--- config.mk ---
export PLATFORM = sky130hd
export DESIGN_NAME = pwm_timer_top
export DESIGN_NICKNAME = d
export VERILOG_FILES = /design/src/source/pwm_timer_pkg.sv /design/src/source/pwm_regmap_pkg.sv /design/src/source/reg_bus_if.sv /design/src/source/pwm_timer_top.sv /design/src/source/watchdog.sv /design/src/source/pwm_channel.sv /design/src/source/reg_decoder.sv /design/src/source/wb_reg_slave.sv
export SDC_FILE = /design/constraint.sdc
export NUM_CORES = 1
export LEC_CHECK = 0
export ABC_CLOCK_PERIOD_IN_PS = 6640
export BUFFER_PORTS_ARGS = -buffer_cell sky130_fd_sc_hd__clkbuf_2
export CORE_AREA = 2 2 137 139
export CTS_CLUSTER_SIZE = 25
export DETAILED_ROUTE_END_ITERATION = 8
export DIE_AREA = 0 0 139 141
export SETUP_SLACK_MARGIN = 0.2
export SLEW_MARGIN = 20
export SYNTH_ARGS = -nofsm -noshare
export SYNTH_HDL_FRONTEND = slang
export SYNTH_SLANG_ARGS = --single-unit
--- constraint.sdc ---
create_clock -name clk -period 6.64 [get_ports clk]
set_clock_uncertainty 0.1 [all_clocks]
set_input_delay 0.996 -clock clk [delete_from_list [all_inputs] [get_ports clk]]
set_output_delay 0.996 -clock clk [all_outputs]
set_load 0.05 [all_outputs]
--- src/source/pwm_timer_pkg.sv ---
package pwm_timer_pkg;

	// channel counter
	typedef logic [15:0] count_t;

	// channel config register fields
	localparam int unsigned cfg_enable = 0;
	// self-clearing, never stored
	localparam int unsigned cfg_clear  = 1;
	localparam int unsigned cfg_invert = 2;

	// watchdog down counter
	typedef logic [7:0] wdog_count_t;

	// control register fields
	localparam int unsigned ctl_wdog_enable  = 0;
	// read only, sticky until reset
	localparam int unsigned ctl_wdog_expired = 7;

	// bus slave handshake states
	typedef enum logic {
		idle,
		ack
	} slave_state_t;

endpackage

--- src/source/pwm_regmap_pkg.sv ---
package pwm_regmap_pkg;

	// the register window is sixteen bytes wide
	typedef logic [3:0] reg_addr_t;
	typedef logic [7:0] reg_data_t;

	// per-channel offsets, added to a base of 4n for channel n
	localparam reg_addr_t ofs_count_low  = 4'h0;
	localparam reg_addr_t ofs_count_high = 4'h1;
	localparam reg_addr_t ofs_config     = 4'h2;

	// shared registers at the top of the window
	localparam reg_addr_t addr_hwconfig  = 4'hd;
	localparam reg_addr_t addr_wdog_div  = 4'he;
	localparam reg_addr_t addr_control   = 4'hf;

	// high nibble is the version, low nibble the channel count
	localparam reg_data_t hwconfig_value = 8'h13;

endpackage
--- src/source/reg_bus_if.sv ---
`timescale 1ns/1ps

interface reg_bus_if import pwm_regmap_pkg::*; ();

	// we and rdt are one-cycle strobes, valid together with addr
	logic we;
	logic rdt;
	reg_addr_t addr;
	reg_data_t wdata;
	reg_data_t rdata;

	modport master (
		output we,
		output rdt,
		output addr,
		output wdata,
		input rdata
	);

	modport decoder (
		input we,
		input rdt,
		input addr,
		output rdata
	);

endinterface

--- src/source/pwm_timer_top.sv ---
`timescale 1ns/1ps

module pwm_timer_top import pwm_regmap_pkg::*; import pwm_timer_pkg::*; #(
	parameter wdog_count_t wdog_reload = 8'hff
) (
	input logic clk,
	input logic rst,
	input logic wb_cyc,
	input logic wb_stb,
	input logic wb_we,
	input reg_addr_t wb_adr,
	input reg_data_t wb_dat_w,
	output reg_data_t wb_dat_r,
	output logic wb_ack,
	output logic [2:0] pwm,
	output logic wdog_expired
);

	reg_data_t count_low [3];
	reg_data_t count_high [3];
	reg_data_t config_rd [3];
	logic [2:0] count_read;
	logic [2:0] pwm_load;
	logic [2:0] cfg_load;
	reg_data_t control_rd;
	logic ctrl_load;
	logic div_load;
	logic kick;

	reg_bus_if bus_if ();

	wb_reg_slave slave0 (
		.clk(clk),
		.rst(rst),
		.wb_cyc(wb_cyc),
		.wb_stb(wb_stb),
		.wb_we(wb_we),
		.wb_adr(wb_adr),
		.wb_dat_w(wb_dat_w),
		.wb_dat_r(wb_dat_r),
		.wb_ack(wb_ack),
		.bus(bus_if.master)
	);

	reg_decoder decoder0 (
		.bus(bus_if.decoder),
		.count_low_0(count_low[0]),
		.count_high_0(count_high[0]),
		.config_rd_0(config_rd[0]),
		.count_low_1(count_low[1]),
		.count_high_1(count_high[1]),
		.config_rd_1(config_rd[1]),
		.count_low_2(count_low[2]),
		.count_high_2(count_high[2]),
		.config_rd_2(config_rd[2]),
		.control_rd(control_rd),
		.count_read_0(count_read[0]),
		.pwm_load_0(pwm_load[0]),
		.cfg_load_0(cfg_load[0]),
		.count_read_1(count_read[1]),
		.pwm_load_1(pwm_load[1]),
		.cfg_load_1(cfg_load[1]),
		.count_read_2(count_read[2]),
		.pwm_load_2(pwm_load[2]),
		.cfg_load_2(cfg_load[2]),
		.ctrl_load(ctrl_load),
		.div_load(div_load),
		.kick(kick)
	);

	pwm_channel chan0 (
		.clk(clk),
		.rst(rst),
		.wdata(bus_if.wdata),
		.count_read(count_read[0]),
		.pwm_load(pwm_load[0]),
		.cfg_load(cfg_load[0]),
		.count_low(count_low[0]),
		.count_high(count_high[0]),
		.config_rd(config_rd[0]),
		.pwm(pwm[0])
	);

	pwm_channel chan1 (
		.clk(clk),
		.rst(rst),
		.wdata(bus_if.wdata),
		.count_read(count_read[1]),
		.pwm_load(pwm_load[1]),
		.cfg_load(cfg_load[1]),
		.count_low(count_low[1]),
		.count_high(count_high[1]),
		.config_rd(config_rd[1]),
		.pwm(pwm[1])
	);

	pwm_channel chan2 (
		.clk(clk),
		.rst(rst),
		.wdata(bus_if.wdata),
		.count_read(count_read[2]),
		.pwm_load(pwm_load[2]),
		.cfg_load(cfg_load[2]),
		.count_low(count_low[2]),
		.count_high(count_high[2]),
		.config_rd(config_rd[2]),
		.pwm(pwm[2])
	);

	watchdog #(
		.wdog_reload(wdog_reload)
	) wdog0 (
		.clk(clk),
		.rst(rst),
		.wdata(bus_if.wdata),
		.ctrl_load(ctrl_load),
		.div_load(div_load),
		.kick(kick),
		.control_rd(control_rd),
		.wdog_expired(wdog_expired)
	);

endmodule

--- src/source/watchdog.sv ---
`timescale 1ns/1ps

module watchdog import pwm_regmap_pkg::*; import pwm_timer_pkg::*; #(
	parameter wdog_count_t wdog_reload = 8'hff
) (
	input logic clk,
	input logic rst,
	input reg_data_t wdata,
	input logic ctrl_load,
	input logic div_load,
	input logic kick,
	output reg_data_t control_rd,
	output logic wdog_expired
);

	logic enable;
	logic expired;
	reg_data_t divider;
	reg_data_t prescale;
	wdog_count_t count;
	logic running;

	assign running = enable && !expired;

	always_ff @(posedge clk) begin
		if (rst) begin
			enable <= 1'b0;
			divider <= '0;
		end else begin
			if (ctrl_load) begin
				enable <= wdata[ctl_wdog_enable];
			end
			if (div_load) begin
				divider <= wdata;
			end
		end
	end

	// the prescaler wraps every divider plus one cycles
	always_ff @(posedge clk) begin
		if (rst) begin
			prescale <= '0;
			count <= wdog_reload;
		end else if (kick || ctrl_load) begin
			prescale <= '0;
			count <= wdog_reload;
		end else if (running) begin
			if (prescale == divider) begin
				prescale <= '0;
				if (count != '0) begin
					count <= count - 1'b1;
				end
			end else begin
				prescale <= prescale + 1'b1;
			end
		end
	end

	// once set, only reset brings this back down
	always_ff @(posedge clk) begin
		if (rst) begin
			expired <= 1'b0;
		end else if (running && count == '0) begin
			expired <= 1'b1;
		end
	end

	always_comb begin
		control_rd = '0;
		control_rd[ctl_wdog_enable] = enable;
		control_rd[ctl_wdog_expired] = expired;
	end

	assign wdog_expired = expired;

endmodule

--- src/source/pwm_channel.sv ---
`timescale 1ns/1ps

module pwm_channel import pwm_regmap_pkg::*; import pwm_timer_pkg::*; (
	input logic clk,
	input logic rst,
	input reg_data_t wdata,
	input logic count_read,
	input logic pwm_load,
	input logic cfg_load,
	output reg_data_t count_low,
	output reg_data_t count_high,
	output reg_data_t config_rd,
	output logic pwm
);

	count_t counter;
	reg_data_t pwm_reg;
	reg_data_t cfg_reg;
	reg_data_t high_frozen;
	logic pwm_q;

	always_ff @(posedge clk) begin
		if (rst) begin
			pwm_reg <= '0;
			cfg_reg <= '0;
		end else begin
			if (pwm_load) begin
				pwm_reg <= wdata;
			end
			if (cfg_load) begin
				cfg_reg <= wdata;
				cfg_reg[cfg_clear] <= 1'b0;
			end
		end
	end

	// a clear request wins over counting in the same cycle
	always_ff @(posedge clk) begin
		if (rst) begin
			counter <= '0;
		end else if (cfg_load && wdata[cfg_clear]) begin
			counter <= '0;
		end else if (cfg_reg[cfg_enable]) begin
			counter <= counter + 1'b1;
		end
	end

	// latch the upper byte while the low byte is being read out
	always_ff @(posedge clk) begin
		if (count_read) begin
			high_frozen <= counter[15:8];
		end
	end

	always_ff @(posedge clk) begin
		if (rst) begin
			pwm_q <= 1'b0;
		end else begin
			pwm_q <= (counter[7:0] < pwm_reg) ^ cfg_reg[cfg_invert];
		end
	end

	assign count_low = counter[7:0];
	assign count_high = high_frozen;
	assign config_rd = cfg_reg;
	assign pwm = pwm_q;

endmodule

--- src/source/reg_decoder.sv ---
`timescale 1ns/1ps

module reg_decoder import pwm_regmap_pkg::*; (
	reg_bus_if.decoder bus,
	input reg_data_t count_low_0,
	input reg_data_t count_high_0,
	input reg_data_t config_rd_0,
	input reg_data_t count_low_1,
	input reg_data_t count_high_1,
	input reg_data_t config_rd_1,
	input reg_data_t count_low_2,
	input reg_data_t count_high_2,
	input reg_data_t config_rd_2,
	input reg_data_t control_rd,
	output logic count_read_0,
	output logic pwm_load_0,
	output logic cfg_load_0,
	output logic count_read_1,
	output logic pwm_load_1,
	output logic cfg_load_1,
	output logic count_read_2,
	output logic pwm_load_2,
	output logic cfg_load_2,
	output logic ctrl_load,
	output logic div_load,
	output logic kick
);

	localparam reg_addr_t ch1_base = 4'h4;
	localparam reg_addr_t ch2_base = 4'h8;

	always_comb begin
		bus.rdata = '0;
		count_read_0 = 1'b0;
		pwm_load_0 = 1'b0;
		cfg_load_0 = 1'b0;
		count_read_1 = 1'b0;
		pwm_load_1 = 1'b0;
		cfg_load_1 = 1'b0;
		count_read_2 = 1'b0;
		pwm_load_2 = 1'b0;
		cfg_load_2 = 1'b0;
		ctrl_load = 1'b0;
		div_load = 1'b0;
		kick = 1'b0;
		// writes to the count low offset load the pwm compare register
		case (bus.addr)
			ofs_count_low: begin
				bus.rdata = count_low_0;
				pwm_load_0 = bus.we;
				count_read_0 = bus.rdt;
			end
			ofs_count_high: bus.rdata = count_high_0;
			ofs_config: begin
				bus.rdata = config_rd_0;
				cfg_load_0 = bus.we;
			end
			ch1_base | ofs_count_low: begin
				bus.rdata = count_low_1;
				pwm_load_1 = bus.we;
				count_read_1 = bus.rdt;
			end
			ch1_base | ofs_count_high: bus.rdata = count_high_1;
			ch1_base | ofs_config: begin
				bus.rdata = config_rd_1;
				cfg_load_1 = bus.we;
			end
			ch2_base | ofs_count_low: begin
				bus.rdata = count_low_2;
				pwm_load_2 = bus.we;
				count_read_2 = bus.rdt;
			end
			ch2_base | ofs_count_high: bus.rdata = count_high_2;
			ch2_base | ofs_config: begin
				bus.rdata = config_rd_2;
				cfg_load_2 = bus.we;
			end
			addr_hwconfig: bus.rdata = hwconfig_value;
			// the divider is write only
			addr_wdog_div: div_load = bus.we;
			addr_control: begin
				bus.rdata = control_rd;
				ctrl_load = bus.we;
				kick = bus.rdt;
			end
			default: bus.rdata = '0;
		endcase
	end

endmodule

--- src/source/wb_reg_slave.sv ---
`timescale 1ns/1ps

module wb_reg_slave import pwm_regmap_pkg::*; import pwm_timer_pkg::*; (
	input logic clk,
	input logic rst,
	input logic wb_cyc,
	input logic wb_stb,
	input logic wb_we,
	input reg_addr_t wb_adr,
	input reg_data_t wb_dat_w,
	output reg_data_t wb_dat_r,
	output logic wb_ack,
	reg_bus_if.master bus
);

	slave_state_t state;
	logic req;

	// a request is only taken in idle, so each access strobes exactly once
	assign req = (state == idle) && wb_cyc && wb_stb;

	assign bus.we = req && wb_we;
	assign bus.rdt = req && !wb_we;
	assign bus.addr = wb_adr;
	assign bus.wdata = wb_dat_w;

	always_ff @(posedge clk) begin
		if (rst) begin
			state <= idle;
		end else begin
			case (state)
				idle: begin
					if (req) begin
						state <= ack;
					end
				end
				ack: begin
					state <= idle;
				end
				default: begin
					state <= idle;
				end
			endcase
		end
	end

	// read data is captured at the same edge as the read side effects
	always_ff @(posedge clk) begin
		if (bus.rdt) begin
			wb_dat_r <= bus.rdata;
		end
	end

	assign wb_ack = (state == ack);

endmodule

==> impl_metrics.toml, run 1 <==
[clock_network]
clock-root-buffer = "clkbuf_16"
cts_buffers = 17
cts_tree = "done"
cts.reportedPaths.clkPinSlew_ps = 60
hold_buffers = 0
cts_setup_buffers = 0
cts_buffer_depth = 2
cts.repair.resized = 0
htreeDepth = 4
insertion_delay_ps = 420
cts_sinks = 155

[power]
power_mw = 1.95
comb_power_share_pct = 4.0
p_int_mw = 1.51
vdd_drop_max_mv = 0.198
switching_share_pct = 22.8
p_leak_nw = 2.93
p_seq_share_pct = 49.4
netSwitchingPower_mw = 0.445
p_clk_share_pct = 46.6
cellPowerDensity_mw_per_mm2 = 239

[sta]
hold_viol = 0
tns_ps = 0
maxSlewHeadroom_pct = 31.5
period_share_pct = 42.2
clock.fmax_mhz = 357
setup_viol = 0
min_period_ps = 2800
rsz0062_at_grt = "no"
holdWs_ps = 354
slew_violations = 0
worst_pin_slew_ps = 1030

[worst_setup_path]
critical_path_class = "input port to register"
crit_start = "wb_adr[0]"
timing.rr.start = "slave0.wb_ack"
critical_path.top_delay_family = "simple AND/OR/NAND/NOR gates"
max_stage_delay_ps = 660
worstSetupEndpointType = "register"
path_max_fanout = 25
cp_slowest_cell = "nor2_1"
cp-start-kind = "input port"
crit_top_cell = "nor2_1"
crit_chain = "clkbuf_2 -> nand2b_1 -> nor2_1 -> a31o_2 -> nor2_1"
worstPathArrival_ps = 2990
crit_buf_inv = 1
worstPathRequired_ps = 6830

[finish]
area_growth_pct = 11.2
reg_top3 = "chan0.counter (16), chan1.counter (16), chan2.counter (16)"
nets = 834
diodes = 0
fillers = 1800
drive_gt1_share_pct = 10.2
fin_util_pct = 44.6
fin_area_mm2 = 0.00815

[synthesis]
synth-async-reset-ratio_pct = 0
synth_area_mm2 = 0.00733
synth_area_per_cell_um2 = 9.41
yosysWarnings = 0
synth_commonest_cells = "dfxtp_1 (123), nor2_1 (118), nand3_1 (49)"
synth.area.top_cells = "dfxtp_1 (34%), edfxtp_1 (13%), mux2i_1 (6.3%)"
yosysSeqAreaShare_pct = 46.7
synth_area_leader_cell = "dfxtp_1"
synth_ff_type = "dfxtp_1"
synth_edf_count = 32
ys_types = 59
synth_nets = 823
synth_top_cell_area_share_pct = 33.6
yosysMostFrequentCell = "dfxtp_1"
postSynthCellCount = 779
ys_ff_latch = 155

[floorplan]
core-area_mm2 = 0.0183
fp.dieH_um = 141
placementRows = 50
fp.dieW_um = 139
ios = 30
die_area_mm2 = 0.0196
start_util_pct = 40.1

[global_route]
grt_pass1_vias = 5127
grt_max_degree = 68
track_usage_pct = 18.4
grt-ovfl-total = 0
antenna_found_initial = 0
grt_pass1_wl_um = 28200

[route]
routed_wl_um = 17300
ant_nets = 0
wl_per_cell_um = 16.7
drc_errors = 0
firstDrtPassIters = 5
vias_per_cell = 5.28
first_iter_violations = 325
num_vias = 5475

[outcome]
status = "finished clean"

[worst_hold_path]
hp-start = "chan2.pwm_reg[7]"
hold_path_class = "register to register"

[placed_design]
port_buffers = 29
placed_area_mm2 = 0.00760
place.gp.congestion = 0.853
hpwlAfterDp_um = 12200

[run]
maxCapViolCount = 0
metrics by stage:
step | setup slack (ps) | instances
after detailed placement | 3410 | 1005
after floorplan | 3800 | 779
final | 3840 | 1036
after CTS | 3860 | 1036
after global placement | 3430 | 1005
after global routing | 3620 | 1036
power by group through the flow:
| stage | registers [mW] | clock network, mW | logic, mW |
|---|---|---|---|
| 6_report | 0.964 | 0.909 | 0.0773 |
| 5_1_grt | 0.964 | 0.962 | 0.0842 |
| 3_3_place_gp | 0.985 | 0 | 0.0771 |
| 2_1_floorplan | 0.989 | 0 | 0.0488 |
| 4_1_cts | 0.964 | 0.928 | 0.0770 |
| 3_5_place_dp | 0.985 | 0 | 0.0768 |
cell usage in the layout, fill, tap and decap left out, drive strengths merged, types with 5 or more instances in the layout:
master,netlist,final
nor3,19,19
ha,27,27
nand2,48,48
mux2,8,8
nor2b,7,7
and3,10,10
and4,8,8
nand4,20,20
mux2i,46,46
nand3,49,49
o21ai,24,24
a21oi,33,33
clkbuf,23,50
a31oi,6,6
nand2b,6,6
xnor2,27,27
o211ai,5,5
edfxtp,32,32
nor2,118,118
inv,31,36
xor2,28,28
dfxtp,123,123
or3,5,5
a22oi,5,5
final timing paths:
check	end	slack, ps	cells after the start
worst max-delay path	chan1.counter[1]	3840	5
worst min-delay path	chan2.pwm_reg[7]	350	2
worst max register to register	wdog0.divider[4]	4480	5
worst min register to register	chan2.pwm_reg[7]	350	2
final cells by class:
class | count | area, µm² | share of cell area, %
multi-input combinational | 553 | 3600 | 44.2
sequential | 155 | 3420 | 42.0
clock buffer | 21 | 450 | 5.53
tap | 234 | 293 | 3.59
timing repair buffer | 32 | 168 | 2.06
inverter | 31 | 116 | 1.43
clock inverter | 10 | 91.3 | 1.12
cell families after synthesis:
kind of cell,count (synthesis),synth area share [%]
compound gates,101,8.61
xor+xnor,55,6.57
fa+ha+maj,27,4.61
buf+inv,71,4.17
flops,155,46.7
mux,56,8.13
simple gates,314,21.2
layer usage:
layer	GRT usage, %	up-vias	routed length (µm)	part of all wire (%)
li1	-	2778	-	-
met3	3.94	28	557	3.2
met5	0	-	0	0
met4	7.44	0	440	2.5
met1	24.2	2577	8200	47
met2	29.7	92	8140	47
worst register-to-register path, cell delays in order (launching register included):
cell and delay, ps:
dfxtp_1 310, nand4b_1 430, nor2_1 340, and3_1 550, mux2i_1 250, nor2_1 50
Power figures use the tool's default switching activity.
==> inputs of run 2 (changes only) <==
--- a/config.mk
+++ b/config.mk
@@ -5,7 +5,7 @@
 export SDC_FILE = /design/constraint.sdc
 export NUM_CORES = 1
 export LEC_CHECK = 0
-export ABC_CLOCK_PERIOD_IN_PS = 6640
+export ABC_CLOCK_PERIOD_IN_PS = 2350
 export BUFFER_PORTS_ARGS = -buffer_cell sky130_fd_sc_hd__clkbuf_2
 export CORE_AREA = 2 2 137 139
 export CTS_CLUSTER_SIZE = 25
==> constraint.sdc (replaced) <==
create_clock -name clk -period 2.35 [get_ports clk]
set_clock_uncertainty 0.1 [all_clocks]
set_input_delay 0.3525 -clock clk [delete_from_list [all_inputs] [get_ports clk]]
set_output_delay 0.3525 -clock clk [all_outputs]
set_load 0.05 [all_outputs]
==> run 2 against run 1 <==
Against the previous run:
- non-clock buffer count is 25 higher
- die area stayed put
- sequential cell count stayed put
- register-to-register slack worse by 4200 ps
- sequential share of layout area is 1.1 points lower
- global-route usage is 0.49 points higher
- wire length is 3.6% higher
- sequential power grew to 2.8 times the previous value
- critical path depth is 1 higher
- setup slack worse by 3500 ps
- first-iteration DRC count is 39% higher
==> impl_metrics.toml, run 2 (synthesis gave the netlist of run 1 again) <==
[outcome]
status = "finished clean"

[clock_network]
htreeDepth = 4
insertion_delay_ps = 420
cts.reportedPaths.clkPinSlew_ps = 60
clock-root-buffer = "clkbuf_16"
cts_tree = "done"
cts.repair.resized = 0
cts_buffers = 17
cts_buffer_depth = 2
cts_setup_buffers = 0
cts_sinks = 155
hold_buffers = 0

[worst_setup_path]
path_max_fanout = 6
worstPathArrival_ps = 2260
worstPathRequired_ps = 2560
cp-start-kind = "register"
rrSetupSlack_ps = 300
worstSetupEndpointType = "register"
rr_worst_depth = 6
critical_path_class = "register to register"

[global_route]
grt_max_degree = 44
grt_pass1_wl_um = 29000
grt_use_met2_pct = 31.7
gr-usage-met1_pct = 24.3
gr-usage-met3_pct = 4.18
grt-ovfl-total = 0
antenna_found_initial = 0
busiest_layer = "met2"
track_usage_pct = 18.9
grt_pass1_vias = 5334

[worst_hold_path]
min_path_cells = 3
hold_path_class = "input port to register"

[finish]
layout_common_cells = "dfxtp_1 (123), nor2_1 (117), nand3_1 (49)"
area_growth_pct = 14.3
diodes = 0
multiInputGateArea_mm2 = 0.00362
sequential_cell_area_mm2 = 0.00342
drive_gt1_share_pct = 13.2
layout_commonest_cell = "dfxtp_1"
fillers = 1741
reg_top3 = "chan0.counter (16), chan1.counter (16), chan2.counter (16)"
layout.cells.non_filler = 1062
fin_area_mm2 = 0.00837
nets = 859

[sta]
hold_viol = 0
min_period_ps = 2050
maxSlewHeadroom_pct = 42.7
rsz0062_at_grt = "no"
slew_violations = 0
worst_pin_slew_ps = 857
tns_ps = 0
period_share_pct = 87.3
setup_viol = 0
clock.fmax_mhz = 487

[route]
drc_errors = 0
num_vias = 5602
wl_per_cell_um = 16.9
first_iter_violations = 453
vias_per_cell = 5.27
routed_wl_um = 18000
firstDrtPassIters = 5
ant_nets = 0

[power]
p_clk_share_pct = 46.9
cellPowerDensity_mw_per_mm2 = 668
p_int_mw = 4.36
p_leak_nw = 3.08
vdd_drop_max_mv = 0.454
comb_power_share_pct = 4.3
power_mw = 5.59
switching_share_pct = 21.9
p_seq_share_pct = 48.7
netSwitchingPower_mw = 1.23

[floorplan]
core-area_mm2 = 0.0183
die_area_mm2 = 0.0196
start_util_pct = 40.1
fp.dieW_um = 139
placementRows = 50
fp.dieH_um = 141
ios = 30

[run]
maxCapViolCount = 0

[placed_design]
place.gp.congestion = 0.893
port_buffers = 29
hpwlAfterDp_um = 12900
place_inst = 1030
placed_area_mm2 = 0.00781
run 2: changes by cell type in the layout (fill, tap and decap cells not counted), sizes merged:
cell      delta
inv          -5
clkinv       +6
buf         +25
bufinv       +1
clkinvlp     -2
clkbuf       +1
run 2: power by group through the flow:
stage          combinational, mW  clock, mW  sequential [mW]
6_report                   0.243       2.62             2.72
5_1_grt                    0.263       2.79             2.72
3_3_place_gp               0.242          0             2.78
4_1_cts                    0.242       2.67             2.72
2_1_floorplan              0.138          0             2.79
3_5_place_dp               0.242          0             2.78
run 2: metrics by stage:
| stage | utilization (%) | setup WS (ps) | hold slack, ps |
|---|---|---|---|
| 2_1_floorplan | - | 243 | 328 |
| 3_3_place_gp | 42.7 | 131 | 337 |
| 3_5_place_dp | 42.7 | 101 | 340 |
| 4_1_cts | 45.8 | 244 | 185 |
| 5_1_grt | 45.8 | 212 | 203 |
| 6_report | 45.8 | 298 | 183 |
run 2: routing by layer:
layer  up-vias  share of wire [%]
met5         -                  0
met4         0                2.0
met3        22                3.2
met2        91                 48
met1      2662                 47
li1       2827                  -
run 2: cell type report:
type | instances | area share, %
multi-input cells | 553 | 43.2
clock buffers | 22 | 5.42
well taps | 234 | 3.50
flip-flops and latches | 155 | 40.9
inverters | 31 | 1.39
repair buffers | 57 | 4.39
clock inverters | 10 | 1.21
run 2: final timing paths:
check                                            to         startpoint
worst max register to register       wdog0.count[3]     wdog0.count[0]
worst min-delay path                  slave0.wb_ack             wb_stb
worst min register to register  chan0.count_high[7]  chan0.counter[15]
worst max-delay path                 wdog0.count[3]     wdog0.count[0]
run 2: critical path, cell delays in order, from the launching register on:
cell and delay (ps):
dfxtp_1 370, inv_1 80, ha_1 200, nor3b_1 130
or4_4 460, o31a_1 310, or3_1 290
